## src/logic/int_iq_pkg.sv

```systemverilog
package int_iq_pkg;

    localparam int BANK_NUM = 2;  // one bank per alu port.
    localparam int BANK_SIZE = 4;
    localparam int DISP_WIDTH = BANK_NUM;
    localparam int WB_SIZE = 2;

    localparam int PREG_WIDTH = 6;
    localparam int ROB_WIDTH = 5;  // the wrap bit is kept outside this width.
    localparam int BRANCHOP_WIDTH = 3;
    localparam int IMM_WIDTH = 20;
    localparam int ALUOP_WIDTH = 4;

    localparam int BANK_IDX_WIDTH = $clog2(BANK_NUM);
    localparam int ENTRY_IDX_WIDTH = $clog2(BANK_SIZE);
    localparam int COUNT_WIDTH = $clog2(BANK_SIZE + 1);  // must also hold the full count.

    localparam logic [BRANCHOP_WIDTH-1:0] BRANCH_JAL = 3'b100;
    localparam logic [BRANCHOP_WIDTH-1:0] BRANCH_JALR = 3'b101;

    typedef struct packed {
        logic dir;
        logic [ROB_WIDTH-1:0] idx;
    } rob_idx_t;

    typedef struct packed {
        logic [PREG_WIDTH-1:0] rs1;
        logic [PREG_WIDTH-1:0] rs2;
        logic rs1v;
        logic rs2v;
        rob_idx_t robIdx;
    } iq_status_t;

    typedef struct packed {
        logic [PREG_WIDTH-1:0] rd;
        logic [BRANCHOP_WIDTH-1:0] branchop;
        logic [IMM_WIDTH-1:0] imm;
        rob_idx_t robIdx;
        logic [ALUOP_WIDTH-1:0] aluop;
    } iq_payload_t;

    typedef struct packed {
        logic en;
        logic we;
        logic [PREG_WIDTH-1:0] rd;
    } wakeup_t;

    typedef struct packed {
        logic valid;
        rob_idx_t redirectIdx;
    } redirect_t;

    typedef enum logic [1:0] {CONDITION, DIRECT, INDIRECT, CALL} br_type_e;
    typedef enum logic [1:0] {NONE, POP, PUSH, POP_PUSH} ras_type_e;

    typedef struct packed {
        iq_payload_t payload;
        logic [PREG_WIDTH-1:0] rs1;
        logic [PREG_WIDTH-1:0] rs2;
    } bank_issue_t;

    typedef struct packed {
        iq_payload_t payload;
        logic [PREG_WIDTH-1:0] rs1;
        logic [PREG_WIDTH-1:0] rs2;
        br_type_e br_type;
        ras_type_e ras_type;
    } issue_t;

    // true when a was allocated in the rob before b.
    function automatic logic rob_older(rob_idx_t a, rob_idx_t b);
        return (a.dir ^ b.dir) ^ (a.idx < b.idx);  // a wrap flip reverses the order.
    endfunction

endpackage

```

## src/logic/oldest_ready_picker.sv

```systemverilog
`timescale 1ns/1ps

module oldest_ready_picker (
    input  logic                             clk,
    input  logic                             rst_i,
    input  logic [int_iq_pkg::BANK_SIZE-1:0] alloc_i,
    input  logic [int_iq_pkg::BANK_SIZE-1:0] ready_i,
    output logic [int_iq_pkg::BANK_SIZE-1:0] pick_o
);

    // age_q[i][j] is set when entry i was allocated before entry j.
    logic [int_iq_pkg::BANK_SIZE-1:0] age_q [int_iq_pkg::BANK_SIZE];
    logic [int_iq_pkg::BANK_SIZE-1:0] blocked;

    always_ff @(posedge clk) begin
        if (rst_i) begin
            for (int i = 0; i < int_iq_pkg::BANK_SIZE; i++) begin
                age_q[i] <= '0;
            end
        end else begin
            for (int i = 0; i < int_iq_pkg::BANK_SIZE; i++) begin
                for (int j = 0; j < int_iq_pkg::BANK_SIZE; j++) begin
                    if (alloc_i[j] && i != j) begin
                        age_q[i][j] <= 1'b1;  // every other entry predates the new one.
                    end else if (alloc_i[i]) begin
                        age_q[i][j] <= 1'b0;  // the new entry predates nobody.
                    end
                end
            end
        end
    end

    always_comb begin
        for (int i = 0; i < int_iq_pkg::BANK_SIZE; i++) begin
            blocked[i] = 1'b0;
            for (int j = 0; j < int_iq_pkg::BANK_SIZE; j++) begin
                if (j != i && ready_i[j] && age_q[j][i]) begin
                    blocked[i] = 1'b1;
                end
            end
        end
    end

    assign pick_o = ready_i & ~blocked;  // only the oldest ready entry is left unblocked.

endmodule

```

## src/logic/issue_bank.sv

```systemverilog
`timescale 1ns/1ps

module issue_bank (
    input  logic                               clk,
    input  logic                               rst_i,
    input  logic                               wr_en_i,
    input  int_iq_pkg::iq_status_t             status_i,
    input  int_iq_pkg::iq_payload_t            payload_i,
    input  int_iq_pkg::wakeup_t                wakeup_i [int_iq_pkg::WB_SIZE],
    input  int_iq_pkg::redirect_t              redirect_i,
    input  logic                               grant_i,
    output logic                               full_o,
    output logic [int_iq_pkg::COUNT_WIDTH-1:0] count_o,
    output logic                               pick_en_o,
    output int_iq_pkg::bank_issue_t            pick_o
);

    logic [int_iq_pkg::BANK_SIZE-1:0] valid_q;
    logic [int_iq_pkg::BANK_SIZE-1:0] valid_d;
    logic [int_iq_pkg::BANK_SIZE-1:0] free_oh;
    logic [int_iq_pkg::BANK_SIZE-1:0] alloc;
    logic [int_iq_pkg::BANK_SIZE-1:0] ready;
    logic [int_iq_pkg::BANK_SIZE-1:0] pick;
    logic [int_iq_pkg::BANK_SIZE-1:0] granted;
    logic [int_iq_pkg::BANK_SIZE-1:0] keep;
    logic [int_iq_pkg::BANK_SIZE-1:0] rs1_hit;
    logic [int_iq_pkg::BANK_SIZE-1:0] rs2_hit;
    logic new_rs1_hit;
    logic new_rs2_hit;
    logic new_keep;
    int_iq_pkg::iq_status_t new_status;
    int_iq_pkg::iq_status_t status_q [int_iq_pkg::BANK_SIZE];
    int_iq_pkg::iq_payload_t payload_q [int_iq_pkg::BANK_SIZE];
    logic [int_iq_pkg::ENTRY_IDX_WIDTH-1:0] pick_idx;

    assign free_oh = ~valid_q & (valid_q + 1'b1);  // lowest clear bit of the valid vector.
    assign alloc = {int_iq_pkg::BANK_SIZE{wr_en_i}} & free_oh;
    assign full_o = &valid_q;

    always_comb begin
        count_o = '0;
        for (int i = 0; i < int_iq_pkg::BANK_SIZE; i++) begin
            count_o = count_o + {{(int_iq_pkg::COUNT_WIDTH-1){1'b0}}, valid_q[i]};
        end
    end

    // an incoming op also listens to the broadcast, so a wakeup in its write cycle is kept.
    always_comb begin
        new_rs1_hit = 1'b0;
        new_rs2_hit = 1'b0;
        rs1_hit = '0;
        rs2_hit = '0;
        for (int p = 0; p < int_iq_pkg::WB_SIZE; p++) begin
            if (wakeup_i[p].en && wakeup_i[p].we) begin
                new_rs1_hit = new_rs1_hit | (wakeup_i[p].rd == status_i.rs1);
                new_rs2_hit = new_rs2_hit | (wakeup_i[p].rd == status_i.rs2);
                for (int i = 0; i < int_iq_pkg::BANK_SIZE; i++) begin
                    rs1_hit[i] = rs1_hit[i] | (wakeup_i[p].rd == status_q[i].rs1);
                    rs2_hit[i] = rs2_hit[i] | (wakeup_i[p].rd == status_q[i].rs2);
                end
            end
        end
    end

    always_comb begin
        new_status = status_i;
        new_status.rs1v = status_i.rs1v | new_rs1_hit;
        new_status.rs2v = status_i.rs2v | new_rs2_hit;
    end

    assign new_keep = int_iq_pkg::rob_older(status_i.robIdx, redirect_i.redirectIdx);

    for (genvar i = 0; i < int_iq_pkg::BANK_SIZE; i++) begin : g_entry
        assign ready[i] = valid_q[i] & status_q[i].rs1v & status_q[i].rs2v;
        assign keep[i] = int_iq_pkg::rob_older(status_q[i].robIdx, redirect_i.redirectIdx);
    end

    oldest_ready_picker picker_i (
        .clk     (clk),
        .rst_i   (rst_i),
        .alloc_i (alloc),
        .ready_i (ready),
        .pick_o  (pick)
    );

    assign pick_en_o = (|pick) & ~redirect_i.valid;  // the flush cycle issues nothing.
    assign granted = pick & {int_iq_pkg::BANK_SIZE{pick_en_o & grant_i}};

    always_comb begin
        pick_idx = '0;
        for (int i = 0; i < int_iq_pkg::BANK_SIZE; i++) begin
            if (pick[i]) begin
                pick_idx = i[int_iq_pkg::ENTRY_IDX_WIDTH-1:0];
            end
        end
    end

    assign pick_o.payload = payload_q[pick_idx];
    assign pick_o.rs1 = status_q[pick_idx].rs1;
    assign pick_o.rs2 = status_q[pick_idx].rs2;

    always_comb begin
        for (int i = 0; i < int_iq_pkg::BANK_SIZE; i++) begin
            if (alloc[i]) begin
                valid_d[i] = ~redirect_i.valid | new_keep;
            end else begin
                valid_d[i] = valid_q[i] & ~granted[i] & (~redirect_i.valid | keep[i]);
            end
        end
    end

    always_ff @(posedge clk) begin
        if (rst_i) begin
            valid_q <= '0;
        end else begin
            valid_q <= valid_d;
        end
    end

    always_ff @(posedge clk) begin
        for (int i = 0; i < int_iq_pkg::BANK_SIZE; i++) begin
            if (alloc[i]) begin
                status_q[i] <= new_status;
                payload_q[i] <= payload_i;
            end else begin
                status_q[i].rs1v <= status_q[i].rs1v | rs1_hit[i];
                status_q[i].rs2v <= status_q[i].rs2v | rs2_hit[i];
            end
        end
    end

    // the top must hold a slot back while any bank reports full.
    assert property (@(posedge clk) disable iff (rst_i) wr_en_i |-> !full_o)
        else $error("issue_bank: write into a full bank");

    assert property (@(posedge clk) disable iff (rst_i) $onehot0(pick))
        else $error("issue_bank: more than one entry picked");

endmodule

```

## src/logic/bank_balance_sort.sv

```systemverilog
`timescale 1ns/1ps

module bank_balance_sort (
    input  logic                                  clk,
    input  logic                                  rst_i,
    input  logic [int_iq_pkg::COUNT_WIDTH-1:0]    count_i [int_iq_pkg::BANK_NUM],
    output logic [int_iq_pkg::BANK_IDX_WIDTH-1:0] order_o [int_iq_pkg::DISP_WIDTH]
);

    logic [int_iq_pkg::BANK_IDX_WIDTH-1:0] rank [int_iq_pkg::BANK_NUM];
    logic [int_iq_pkg::BANK_IDX_WIDTH-1:0] order_d [int_iq_pkg::DISP_WIDTH];
    logic [int_iq_pkg::BANK_NUM-1:0] seen;

    // the rank of a bank counts the banks ahead of it and equal counts keep index order.
    always_comb begin
        for (int b = 0; b < int_iq_pkg::BANK_NUM; b++) begin
            rank[b] = '0;
            for (int c = 0; c < int_iq_pkg::BANK_NUM; c++) begin
                if (count_i[c] < count_i[b] || (count_i[c] == count_i[b] && c < b)) begin
                    rank[b] = rank[b] + 1'b1;
                end
            end
        end
    end

    always_comb begin
        for (int k = 0; k < int_iq_pkg::DISP_WIDTH; k++) begin
            order_d[k] = '0;
        end
        for (int b = 0; b < int_iq_pkg::BANK_NUM; b++) begin
            order_d[rank[b]] = b[int_iq_pkg::BANK_IDX_WIDTH-1:0];
        end
    end

    always_ff @(posedge clk) begin
        for (int k = 0; k < int_iq_pkg::DISP_WIDTH; k++) begin
            if (rst_i) begin
                order_o[k] <= k[int_iq_pkg::BANK_IDX_WIDTH-1:0];
            end else begin
                order_o[k] <= order_d[k];
            end
        end
    end

    always_comb begin
        seen = '0;
        for (int k = 0; k < int_iq_pkg::DISP_WIDTH; k++) begin
            seen[order_o[k]] = 1'b1;
        end
    end

    // every bank must be named once, or two slots would collide in one bank.
    assert property (@(posedge clk) disable iff (rst_i) &seen)
        else $error("bank_balance_sort: order is not a permutation");

endmodule

```

## src/logic/branch_classify.sv

```systemverilog
`timescale 1ns/1ps

module branch_classify (
    input  logic [int_iq_pkg::BRANCHOP_WIDTH-1:0] branchop_i,
    input  logic [int_iq_pkg::PREG_WIDTH-1:0]     rd_i,
    input  logic [int_iq_pkg::PREG_WIDTH-1:0]     rs1_i,
    output int_iq_pkg::br_type_e                  br_type_o,
    output int_iq_pkg::ras_type_e                 ras_type_o
);

    logic push;
    logic pop;

    // x1 and x5 are the link registers of the calling convention.
    assign push = (rd_i == 6'd1) || (rd_i == 6'd5);
    assign pop = (rs1_i == 6'd1) || (rs1_i == 6'd5);

    always_comb begin
        case ({push, pop})
            2'b01:   ras_type_o = int_iq_pkg::POP;
            2'b10:   ras_type_o = int_iq_pkg::PUSH;
            2'b11:   ras_type_o = int_iq_pkg::POP_PUSH;
            default: ras_type_o = int_iq_pkg::NONE;
        endcase
    end

    always_comb begin
        if (branchop_i == int_iq_pkg::BRANCH_JAL) begin
            br_type_o = int_iq_pkg::DIRECT;
        end else if (branchop_i == int_iq_pkg::BRANCH_JALR) begin
            br_type_o = (push | pop) ? int_iq_pkg::CALL : int_iq_pkg::INDIRECT;
        end else begin
            br_type_o = int_iq_pkg::CONDITION;  // conditional branches and plain alu ops.
        end
    end

endmodule

```

## src/logic/int_issue_queue.sv

```systemverilog
`timescale 1ns/1ps

module int_issue_queue (
    input  logic                                            clk,
    input  logic                                            rst_i,
    input  logic [int_iq_pkg::DISP_WIDTH-1:0]               disp_en_i,
    input  int_iq_pkg::iq_status_t                          disp_status_i [int_iq_pkg::DISP_WIDTH],
    input  int_iq_pkg::iq_payload_t                         disp_payload_i [int_iq_pkg::DISP_WIDTH],
    output logic                                            full_o,
    input  int_iq_pkg::wakeup_t                             wakeup_i [int_iq_pkg::WB_SIZE],
    input  int_iq_pkg::redirect_t                           redirect_i,
    input  logic [int_iq_pkg::BANK_NUM-1:0]                 exu_ready_i,
    output logic [int_iq_pkg::BANK_NUM-1:0]                 issue_en_o,
    output int_iq_pkg::issue_t                              issue_o [int_iq_pkg::BANK_NUM]
);

    logic [int_iq_pkg::BANK_NUM-1:0] bank_wr;
    logic [int_iq_pkg::BANK_NUM-1:0] bank_full;
    logic [int_iq_pkg::BANK_NUM-1:0] pick_en;
    logic [int_iq_pkg::BANK_NUM-1:0] issue_vld_q;
    logic [int_iq_pkg::BANK_NUM-1:0] issue_keep;
    int_iq_pkg::iq_status_t bank_status [int_iq_pkg::BANK_NUM];
    int_iq_pkg::iq_payload_t bank_payload [int_iq_pkg::BANK_NUM];
    logic [int_iq_pkg::COUNT_WIDTH-1:0] bank_count [int_iq_pkg::BANK_NUM];
    int_iq_pkg::bank_issue_t bank_pick [int_iq_pkg::BANK_NUM];
    int_iq_pkg::br_type_e pick_br [int_iq_pkg::BANK_NUM];
    int_iq_pkg::ras_type_e pick_ras [int_iq_pkg::BANK_NUM];
    logic [int_iq_pkg::BANK_IDX_WIDTH-1:0] order [int_iq_pkg::DISP_WIDTH];

    assign full_o = |bank_full;  // one full bank stalls every slot.

    // slot k lands in the bank ranked k-th by last cycle's occupancy.
    always_comb begin
        bank_wr = '0;
        for (int b = 0; b < int_iq_pkg::BANK_NUM; b++) begin
            bank_status[b] = '0;
            bank_payload[b] = '0;
        end
        for (int k = 0; k < int_iq_pkg::DISP_WIDTH; k++) begin
            bank_wr[order[k]] = disp_en_i[k] & ~full_o;
            bank_status[order[k]] = disp_status_i[k];
            bank_payload[order[k]] = disp_payload_i[k];
        end
    end

    bank_balance_sort sort_i (
        .clk     (clk),
        .rst_i   (rst_i),
        .count_i (bank_count),
        .order_o (order)
    );

    for (genvar b = 0; b < int_iq_pkg::BANK_NUM; b++) begin : g_bank
        issue_bank bank_i (
            .clk        (clk),
            .rst_i      (rst_i),
            .wr_en_i    (bank_wr[b]),
            .status_i   (bank_status[b]),
            .payload_i  (bank_payload[b]),
            .wakeup_i   (wakeup_i),
            .redirect_i (redirect_i),
            .grant_i    (exu_ready_i[b]),
            .full_o     (bank_full[b]),
            .count_o    (bank_count[b]),
            .pick_en_o  (pick_en[b]),
            .pick_o     (bank_pick[b])
        );

        branch_classify classify_i (
            .branchop_i (bank_pick[b].payload.branchop),
            .rd_i       (bank_pick[b].payload.rd),
            .rs1_i      (bank_pick[b].rs1),
            .br_type_o  (pick_br[b]),
            .ras_type_o (pick_ras[b])
        );

        assign issue_keep[b] = ~redirect_i.valid |
            int_iq_pkg::rob_older(issue_o[b].payload.robIdx, redirect_i.redirectIdx);
    end

    always_ff @(posedge clk) begin
        if (rst_i) begin
            issue_vld_q <= '0;
        end else begin
            issue_vld_q <= pick_en & exu_ready_i;  // only a granted pick leaves its bank.
        end
    end

    always_ff @(posedge clk) begin
        for (int b = 0; b < int_iq_pkg::BANK_NUM; b++) begin
            if (pick_en[b]) begin
                issue_o[b].payload <= bank_pick[b].payload;
                issue_o[b].rs1 <= bank_pick[b].rs1;
                issue_o[b].rs2 <= bank_pick[b].rs2;
                issue_o[b].br_type <= pick_br[b];
                issue_o[b].ras_type <= pick_ras[b];
            end
        end
    end

    assign issue_en_o = issue_vld_q & issue_keep;  // a younger op already in flight is dropped.

endmodule

```

## config.mk

```make
export PLATFORM = sky130hd
export DESIGN_NAME = int_issue_queue
export DESIGN_NICKNAME = d
export VERILOG_FILES = /design/src/logic/int_iq_pkg.sv /design/src/logic/oldest_ready_picker.sv /design/src/logic/issue_bank.sv /design/src/logic/bank_balance_sort.sv /design/src/logic/branch_classify.sv /design/src/logic/int_issue_queue.sv
export SDC_FILE = /design/constraint.sdc
export NUM_CORES = 1
export LEC_CHECK = 0
export BUFFER_PORTS_ARGS = -buffer_cell sky130_fd_sc_hd__buf_2
export CAP_MARGIN = 20
export CORE_AREA = 2 2 198 278
export DETAILED_ROUTE_END_ITERATION = 12
export DIE_AREA = 0 0 200 280
export GPL_TIMING_DRIVEN = 0
export PLACE_DENSITY = 0.76
export SKIP_LAST_GASP = 1
export SYNTH_ARGS = -nofsm -noshare
export SYNTH_HDL_FRONTEND = slang
export SYNTH_HIERARCHICAL = 1
export SYNTH_SLANG_ARGS = --single-unit
```

## constraint.sdc

```tcl
create_clock -name clk -period 4.7 [get_ports clk]
set_input_delay 0.94 -clock clk [delete_from_list [all_inputs] [get_ports clk]]
set_output_delay 0.94 -clock clk [all_outputs]
set_load 0.03 [all_outputs]
```

== Word-level counts from Yosys, hierarchy flattened ==
Memories as Yosys holds them, arrays and structs flattened.
Index checks and enable logic that the tools add are counted.

* $add $sub $neg: 9
* Multiply operators: 0
* Div/mod/pow operators: 0
* $lt $le $gt $ge: 24
* Eq/ne operators: 59
* Shift operators: 0
* Mux-type cells: 283
* Bitwise operators: 220
* Reductions and logical operators: 49

{| class="wikitable"
|+ Operators by type and width
! kind !! number
|-
| $mux W39 || 8
|-
| $mux W1 || 243
|-
| $eq A6 B6 Y1 || 40
|-
| $reduce_or A39 Y1 || 6
|-
| $or A1 B1 Y1 || 126
|-
| $and A78 B78 Y78 || 1
|-
| $bwmux W78 || 1
|-
| $demux W39 S1 || 2
|-
| $lt A5 B5 Y1 || 12
|-
| $and A40 B40 Y40 || 1
|-
| $bwmux W40 || 1
|-
| $demux W20 S1 || 2
|-
| $mux W20 || 2
|-
| $and A1 B1 Y1 || 38
|-
| $and A4 B4 Y4 || 8
|-
| $mux W4 || 8
|-
| $logic_and A1 B1 Y1 || 31
|-
| $eq A6 B1 Y1 const B || 4
|-
| $eq A6 B3 Y1 const B || 4
|-
| $xor A1 B1 Y1 || 24
|-
| $mux W2 || 10
|-
| $not A4 Y4 || 4
|-
| $add A3 B1 Y3 || 4
|-
| $eq A3 B3 Y1 const B || 4
|-
| 21 further kinds || 60
|}

* Register bits after elaboration: 122
* Bits in latches: 0
* Bits in writable memories: 504
* Memory bits (read-only): 0
* Input port bits: 147
* Output and inout port bits: 113
* Logic and storage cells: 677
* Memories kept: 6

{| class="wikitable"
|+ Memory list
! memory !! words !! bits a word !! read ports !! clocked after Yosys merged registers in !! wr ports !! line !! source
|-
| g_bank[0].bank_i.payload_q || 4 || 39 || 1 || 0 || 1 || issue_bank.sv:33 || <nowiki>int_iq_pkg::iq_payload_t payload_q [int_iq_pkg::BANK_SIZE];</nowiki>
|-
| g_bank[1].bank_i.payload_q || 4 || 39 || 1 || 0 || 1 || issue_bank.sv:33 ||
|-
| g_bank[0].bank_i.status_q || 4 || 20 || 5 || 0 || 4 || issue_bank.sv:32 || <nowiki>int_iq_pkg::iq_status_t status_q [int_iq_pkg::BANK_SIZE];</nowiki>
|-
| g_bank[1].bank_i.status_q || 4 || 20 || 5 || 0 || 4 || issue_bank.sv:32 ||
|-
| g_bank[0].bank_i.picker_i.age_q || 4 || 4 || 4 || 0 || 4 || oldest_ready_picker.sv:12 || <nowiki>logic [int_iq_pkg::BANK_SIZE-1:0] age_q [int_iq_pkg::BANK_SIZE];</nowiki>
|-
| g_bank[1].bank_i.picker_i.age_q || 4 || 4 || 4 || 0 || 4 || oldest_ready_picker.sv:12 ||
|}

== Depth between registers and ports, before layout ==
Gate-level depths: netlist (run 1).
An unclocked memory read counts as a cell.

* Word-level depth: 18
* Mapped depth: 12
* Gate-level depth less buffers: 10

== Hierarchy ==
The synthesis (run 1) kept the hierarchy.

{| class="wikitable"
|+ By module, submodules not included
! module !! instances !! cells each !! area each (µm²) !! sequential area each (µm²)
|-
| issue_bank (g_bank[0].bank_i) || 1 || 841 || 11,125.7 || 7,086.8
|-
| issue_bank (g_bank[1].bank_i) || 1 || 845 || 11,096.9 || 7,086.8
|-
| int_issue_queue || 1 || 425 || 5,052.3 || 3,343.2
|-
| oldest_ready_picker || 2 || 50 || 606.8 || 360.3
|-
| bank_balance_sort || 1 || 13 || 128.9 || 40.0
|-
| branch_classify || 2 || 8 || 61.3 || 0.0
|}

== Worst setup path before layout (run 1) ==
Ideal clock, no wire load.

* Kind: register to register
* From: register g_bank[1].bank_i/valid_q[0] (netlist name)
* To: memory g_bank[1].bank_i/picker_i/age_q[0][2] (netlist name), enable pin
* Setup time: 303 ps
* Arrival: 4,636 ps
* Required time: 4,397 ps
* Path slack: -239 ps
* Cell stages (with the launch flop): 7
* Buffers on the path: 0
* Clock period less this slack: 4,939 ps
* Cell sequence: dfxtp_1 -> ha_1 -> and3_1 -> or2_2 -> nor2_1 -> nor2b_1 -> or3_2

{| class="wikitable"
|+ RTL lines
! element !! line !! source
|-
| start, declared || issue_bank.sv:18 || <nowiki>logic [int_iq_pkg::BANK_SIZE-1:0] valid_q;</nowiki>
|-
| start signal, assigned || issue_bank.sv:116 || <nowiki>valid_q <= valid_d;</nowiki>
|-
| end, declared || oldest_ready_picker.sv:12 ||
|}

== Worst setup path in the final report (run 1) ==
* From: input redirect_i[4] (netlist name)
* To: output issue_en_o[0] (netlist name)

* Word-level cells in the longest chain between the ends: 4

{| class="wikitable"
|+ Ends and longest elaborated chain
! element !! line !! source
|-
| start, declared || int_issue_queue.sv:11 || <nowiki>input int_iq_pkg::redirect_t redirect_i,</nowiki>
|-
| $lt A5 B5 Y1 || int_iq_pkg.sv:72 || <nowiki>return (a.dir ^ b.dir) ^ (a.idx < b.idx);</nowiki>
|-
| $xor A1 B1 Y1 || int_iq_pkg.sv:72 ||
|-
| $or A1 B1 Y1 || int_issue_queue.sv:77 || <nowiki>assign issue_keep[b] = ~redirect_i.valid |</nowiki>
|-
| $and A2 B2 Y2 || int_issue_queue.sv:101 || <nowiki>assign issue_en_o = issue_vld_q & issue_keep;</nowiki>
|-
| end, declared || int_issue_queue.sv:13 || <nowiki>output logic [int_iq_pkg::BANK_NUM-1:0] issue_en_o,</nowiki>
|}

Every way passes these cells.

==> metrics.cfg, run 1 <==
[outcome]
status=complete, no violations

[run]
cap_violations=0

[sta]
timing.setup.tns_ps=0
clock_skew_ps=20.0
fmax_mhz=263
hold_ws_ps=528
worst_pin_slew_ps=1220
finalWorstSetupSlack_ps=896
rsz0062_at_grt=no
fin_crit_ps=3800
slew_headroom_pct=17.8
final_hold_viol_count=0
slew_viol_final=0
period_share_pct=80.9
setup_viol=0

[setup_path]
worstPathCellList=buf_2 -> inv_1 -> ha_1 -> a21o_1 -> a32o_1 -> a311oi_1 -> buf_2
cp.arrival_ps=2860
critPathLaunchType=primary input
cp_data_required_time_ps=3760
max_stage_delay_ps=550
critical_path.max_fanout=3
slowest_stage=a311oi_1
path_common_cell=buf_2
setup.worst_path.end_class=output port
critical_path_class=primary input to output port

[floorplanning]
die_area_sq_um=56000
core_sq_um=53700
initial_utilization_pct=53.5
die_w_um=200
rows=101
boundaryPins=260
fp.dieH_um=280

[placed_design]
gp_congestion=0.922
dpl_cell_area_sq_um=31200
post-dp-hpwl_um=59500
post-place-ws_ps=864
port_buffers=247
dpl.cell_count=3223

[global_routing]
grt_antenna_before_repair=21
grt_pass1_vias=20000
grt_first_pass_wirelength_um=123000
grtUsageTotal_pct=29.9
grt_max_degree=67
grt-ovfl-total=0

[clock_tree]
root_buffer=clkbuf_16
cts_resized=0
max-clock-path-buffers=3
clock_latency_ps=620
cts_buffers=56
hold_buffers=0
cts.reportedPaths.clkPinSlew_ps=70
cts_setup_buffers=0
cts_num_sinks=618
htreeDepth=2
cts_tree=built

[yosys]
netlist_top_cells_area=edfxtp_1, xnor2_1, mux2i_1
yosysMostFrequentCell=edfxtp_1
synth_top_area_share_pct=61.6
syn-num-nets=2448
synth_area_sq_um=28700
netlist_instances=2240
ys.flop_type=edfxtp_1
yosys_warnings=6
synth_edf_count=590
synthArstFlopShare_pct=0
yosys.area.top_type=edfxtp_1
postSynthAreaPerCell_sq_um=12.8
synth-seq-cells=618
synthTopCellsByCount=edfxtp_1, nand2_1, o21ai_0
synth_cell_types=71
ys_seq_area_share_pct=63.6

[drt]
wl_per_cell_um=25.0
dr.pass1.iters=6
vias_per_cell=5.96
ant_nets=0
wirelength_um=83600
drt-initial-drc-count=1758
vias=19900
drc_errors=0

[finish]
fin_util_pct=61.6
multi_input_area_sq_um=9500
fin_area_sq_um=33100
nets=2770
seqCellArea_sq_um=18300
drive_gt1_share_pct=17.6
num-fill-cells=4145
area_growth_pct=15.0
instances_no_fill=3341

[power_and_ir_drop]
pwr-share-clk_pct=29.2
p_per_area_nw_per_um2=482
ir_drop_v=0.000328
power_frac_comb_pct=23.4
p_sw_mw=4.88
intPower_mw=11.1
p_sw_share_pct=30.6
p_leak_nw=11.9
power_mw=16.0
power_frac_seq_pct=47.4

[worst_hold_path]
min-delay-path-class=flop to flop

sequential cells by signal, summed over array words and instances (netlist names):
name                          count
sort_i/order_o                    2
g_bank.bank_i/valid_q             8
issue_o                         110
issue_vld_q                       2
g_bank.bank_i/status_q          160
g_bank.bank_i/payload_q         312
g_bank.bank_i/picker_i/age_q     24
layout by cell type (no fill, tap or decap), types with 28 or more instances in the layout:
master | Yosys | final
edfxtp_1 | 590 | 590
buf_2 | 30 | 282
nand2_1 | 195 | 195
o21ai_0 | 168 | 168
xnor2_1 | 136 | 136
nor2_1 | 120 | 119
xor2_1 | 118 | 118
a21oi_1 | 116 | 115
mux2i_1 | 104 | 104
inv_1 | 97 | 90
ha_1 | 59 | 59
a22o_1 | 58 | 58
clkbuf_16 | 0 | 57
clkbuf_1 | 44 | 54
nor4_1 | 41 | 41
nand3_1 | 33 | 33
nor2b_1 | 31 | 30
dfxtp_1 | 28 | 28
layout make-up:
| class | instances | share of cell area [%] |
|---|---|---|
| well taps | 721 | 2.73 |
| diodes | 11 | 0.0833 |
| repair buffers | 264 | 4.48 |
| multi-input cells | 1402 | 28.7 |
| flip-flops and latches | 618 | 55.3 |
| plain buffers | 121 | 1.88 |
| clock buffers | 70 | 4.55 |
| clock inverters | 35 | 1.10 |
| inverters | 99 | 1.18 |
per-layer routing:
layer,part of all wire (%),track usage [%],up-vias
met5,0.17,0,-
met4,4.4,13.0,22
met3,8.9,6.14,205
met2,49,50.9,1026
met1,37,36.7,9809
li1,-,-,8865
kinds of logic after synthesis:
logic type               count (synthesis)  share of synthesized area, %
AND/OR/NAND/NOR                        546                          9.26
buffers and inverters                  220                          3.46
AO/OA/AOI/OAI                          433                          9.42
XOR/XNOR                               256                          7.85
flip-flops                             618                          63.6
multiplexers                           106                          3.71
adder cells (fa/ha/maj)                 61                          2.71
critical path: cells and delay by family:
family | cells | cell delay [ps]
fa+ha+maj | 1 | 340
buf+inv | 3 | 580
compound gates | 3 | 1000
final timing paths:
| kind | from | to | slack (ps) | cells after the start |
|---|---|---|---|---|
| worst max-delay path | redirect_i[4] | issue_en_o[0] | 900 | 7 |
| worst max register to register | sort_i/order_o[0] | g_bank[0].bank_i/picker_i/age_q[3][0] | 970 | 10 |
| worst min-delay path | g_bank[0].bank_i/payload_q[3][6] | issue_o[77] | 530 | 2 |
| worst min register to register | g_bank[0].bank_i/payload_q[3][6] | issue_o[77] | 530 | 2 |
power groups by stage:
| stage | Sequential [mW] | Combinational, mW | Clock, mW |
|---|---|---|---|
| after floorplan | 7.75 | 2.16 | 0 |
| after global placement | 7.68 | 3.46 | 0 |
| after detailed placement | 7.66 | 3.68 | 0 |
| after CTS | 7.55 | 3.71 | 4.72 |
| after global routing | 7.61 | 4.02 | 4.92 |
| final | 7.55 | 3.74 | 4.66 |
No activity file was read; power rests on OpenSTA's default activity.
==> inputs of run 2 (changes only) <==
==> constraint.sdc (replaced) <==
create_clock -name clk -period 3.4 [get_ports clk]
set_input_delay 0.68 -clock clk [delete_from_list [all_inputs] [get_ports clk]]
set_output_delay 0.68 -clock clk [all_outputs]
set_load 0.03 [all_outputs]
==> run 2 against run 1 <==
  * Via count is 1.1% higher
  * Sequential share of layout area fell by 0.28 points
  * Final area rose by 0.51%
  * Clock power is 40% higher
  * Routed wire length up 0.72%
  * Largest power group unchanged
  * Global-route usage down 0.13 points
  * Critical path depth is 1 higher
  * Worst hold slack worse by 180 ps
  * Die area is the same
  * Worst setup slack worse by 760 ps
  * Clock skew shrank 1.6 ps
==> metrics.cfg, run 2 (synthesis gave the netlist of run 1 again) <==
[outcome]
status=complete, no violations

[global_routing]
grt_first_pass_wirelength_um=122000  ; -0.75%
grt-ovfl-total=0  ; unchanged
grt_antenna_before_repair=16  ; -24%
grt_max_degree=67  ; unchanged
grtUsageTotal_pct=29.7  ; -0.13 points
grt_pass1_vias=20000  ; -0.095%

[setup_path]
slowest_stage=dfxtp_1
critical_path.max_fanout=34  ; +31
setup.worst_path.end_class=flop
worst-path-buf-inv=4  ; +1
critical_path_class=flop to flop
cp_data_required_time_ps=3700  ; -60 ps
max_stage_delay_ps=510  ; -40 ps
cp.arrival_ps=3560  ; +700 ps
path_common_cell=and3_1
cp_top_family=buffers and inverters
r2r_setup_slack_ps=130  ; -840 ps
critPathLaunchType=flop
worstPathCellList=and3_1 -> and3_1 -> clkbuf_1 -> buf_2 -> clkbuf_2 -> nor4_4 -> nor2_4 -> buf_12

[power_and_ir_drop]
p_leak_nw=12.0  ; +0.73%
ir_drop_v=0.000585  ; +78%
p_sw_mw=6.71  ; +37%
intPower_mw=15.5  ; +40%
p_sw_share_pct=30.2  ; -0.36 points
power_frac_seq_pct=47.1  ; -0.3 points
p_per_area_nw_per_um2=667  ; +38%
power_frac_comb_pct=23.5  ; about the same
pwr-share-clk_pct=29.5  ; +0.3 points
power_mw=22.2  ; +39%

[sta]
period_share_pct=96.1
slew_headroom_pct=25.0  ; +7.2 points
rsz0062_at_grt=no
clock_skew_ps=18.4  ; -1.56 ps
setup_viol=0  ; unchanged
hold_ws_ps=346  ; -182 ps
final_hold_viol_count=0  ; unchanged
timing.setup.tns_ps=0  ; unchanged
slew_viol_final=0  ; unchanged
finalWorstSetupSlack_ps=132  ; -764 ps
fin_crit_ps=3270
worst_pin_slew_ps=1110  ; -107 ps
fmax_mhz=306

[finish]
nets=2780  ; +0.36%
top_regs=g_bank.bank_i/payload_q: 312 flops, g_bank.bank_i/status_q: 160 flops, issue_o: 110 flops
seqCellArea_sq_um=18300  ; about the same
fin_util_pct=61.9  ; +0.31 points
area_growth_pct=15.6
top_register=g_bank.bank_i/payload_q
drive_gt1_share_pct=18.3  ; +0.72 points
instances_no_fill=3343  ; +0.060%
final_common_cell=edfxtp_1
layout_common_cells=edfxtp_1, buf_2, nand2_1
multi_input_area_sq_um=9530  ; +0.32%
fin_area_sq_um=33200  ; +0.51%
num-fill-cells=4082  ; -1.5%
largest_register_ffs=312  ; unchanged

[drt]
wirelength_um=84200  ; +0.72%
drt-initial-drc-count=1893  ; +7.7%
wl_per_cell_um=25.2  ; +0.66%
vias=20200  ; +1.1%
vias_per_cell=6.03  ; +1.1%
ant_nets=0  ; unchanged
drc_errors=0  ; unchanged
dr.pass1.iters=6  ; unchanged

[clock_tree]
cts_tree=built
cts.reportedPaths.clkPinSlew_ps=70  ; about the same
htreeDepth=2  ; unchanged
cts_buffers=56  ; unchanged
cts_num_sinks=618  ; unchanged
max-clock-path-buffers=3  ; unchanged
clock_latency_ps=610  ; about the same
root_buffer=clkbuf_16

[placed_design]
dpl_cell_area_sq_um=31200  ; +0.22%
post-dp-hpwl_um=59500  ; about the same
post-place-ws_ps=-521  ; -1390 ps
gp_congestion=0.986  ; +7.0%
dpl.cell_count=3227  ; +0.12%
port_buffers=247  ; unchanged

[run]
cap_violations=0  ; unchanged

[floorplanning]
boundaryPins=260  ; unchanged
die_w_um=200  ; unchanged
core_sq_um=53700  ; unchanged
initial_utilization_pct=53.5  ; unchanged
die_area_sq_um=56000  ; unchanged
fp.dieH_um=280  ; unchanged
rows=101  ; unchanged

[worst_hold_path]
min-delay-path-class=primary input to flop

run 2: cell count changes in the layout (fill, tap and decap cells not counted), moves of 3 or more:
| cell | change |
|---|---|
| clkbuf_2 | +8 |
| clkbuf_1 | -7 |
| buf_1 | -4 |
| bufinv_16 | +4 |
| diode_2 | -4 |
| clkbuf_8 | -3 |
| inv_4 | -3 |
run 2: area by class of cell:
type | count | share of cell area [%]
Multi-Input combinational cell | 1403 | 28.7
Timing Repair Buffer | 271 | 4.76
Antenna cell | 7 | 0.0527
Clock inverter | 37 | 1.36
Timing Repair inverter | 3 | 0.0678
Buffer | 120 | 1.89
Sequential cell | 618 | 55.0
Clock buffer | 64 | 4.31
Tap cell | 721 | 2.71
Inverter | 99 | 1.19
run 2: repair_timing:
action / in CTS / in global routing
endpoints found under the setup margin: 147 / 134
cloned: 3 / 1
gates resized for setup: 2 / 21
pin swaps: 1 / 0
buffers inserted: 1 / 2
hold buffers: 0 / 0
run 2: power by group through the flow:
stage               clock, mW  combinational [mW]  sequential, mW
floorplan                   0                2.99            10.7
global placement            0                4.78            10.6
detailed placement          0                5.09            10.6
CTS                      6.60                5.14            10.4
global route             6.89                5.58            10.5
finish                   6.54                5.20            10.4
run 2: path summary, 6_finish.rpt:
check,cells after the start,startpoint,end
min reg2reg,2,g_bank[0].bank_i/payload_q[3][10],issue_o[81]
max reg2reg,8,g_bank[0].bank_i/valid_q[2],issue_o[89]
min,3,exu_ready_i[0],issue_vld_q[0]
max,8,g_bank[0].bank_i/valid_q[2],issue_o[89]
run 2: worst min-delay path, delay by kind of cell:
family	cells	cell delay, ps
buffers and inverters	1	120
and+or+nand+nor	2	100
run 2: routing by layer:
layer	up-vias	routed length, um	track usage (%)
met5	-	182	0
met1	9878	30300	35.5
met4	28	4210	14.0
met3	273	8180	7.25
met2	1103	41300	50.4
li1	8873	-	-
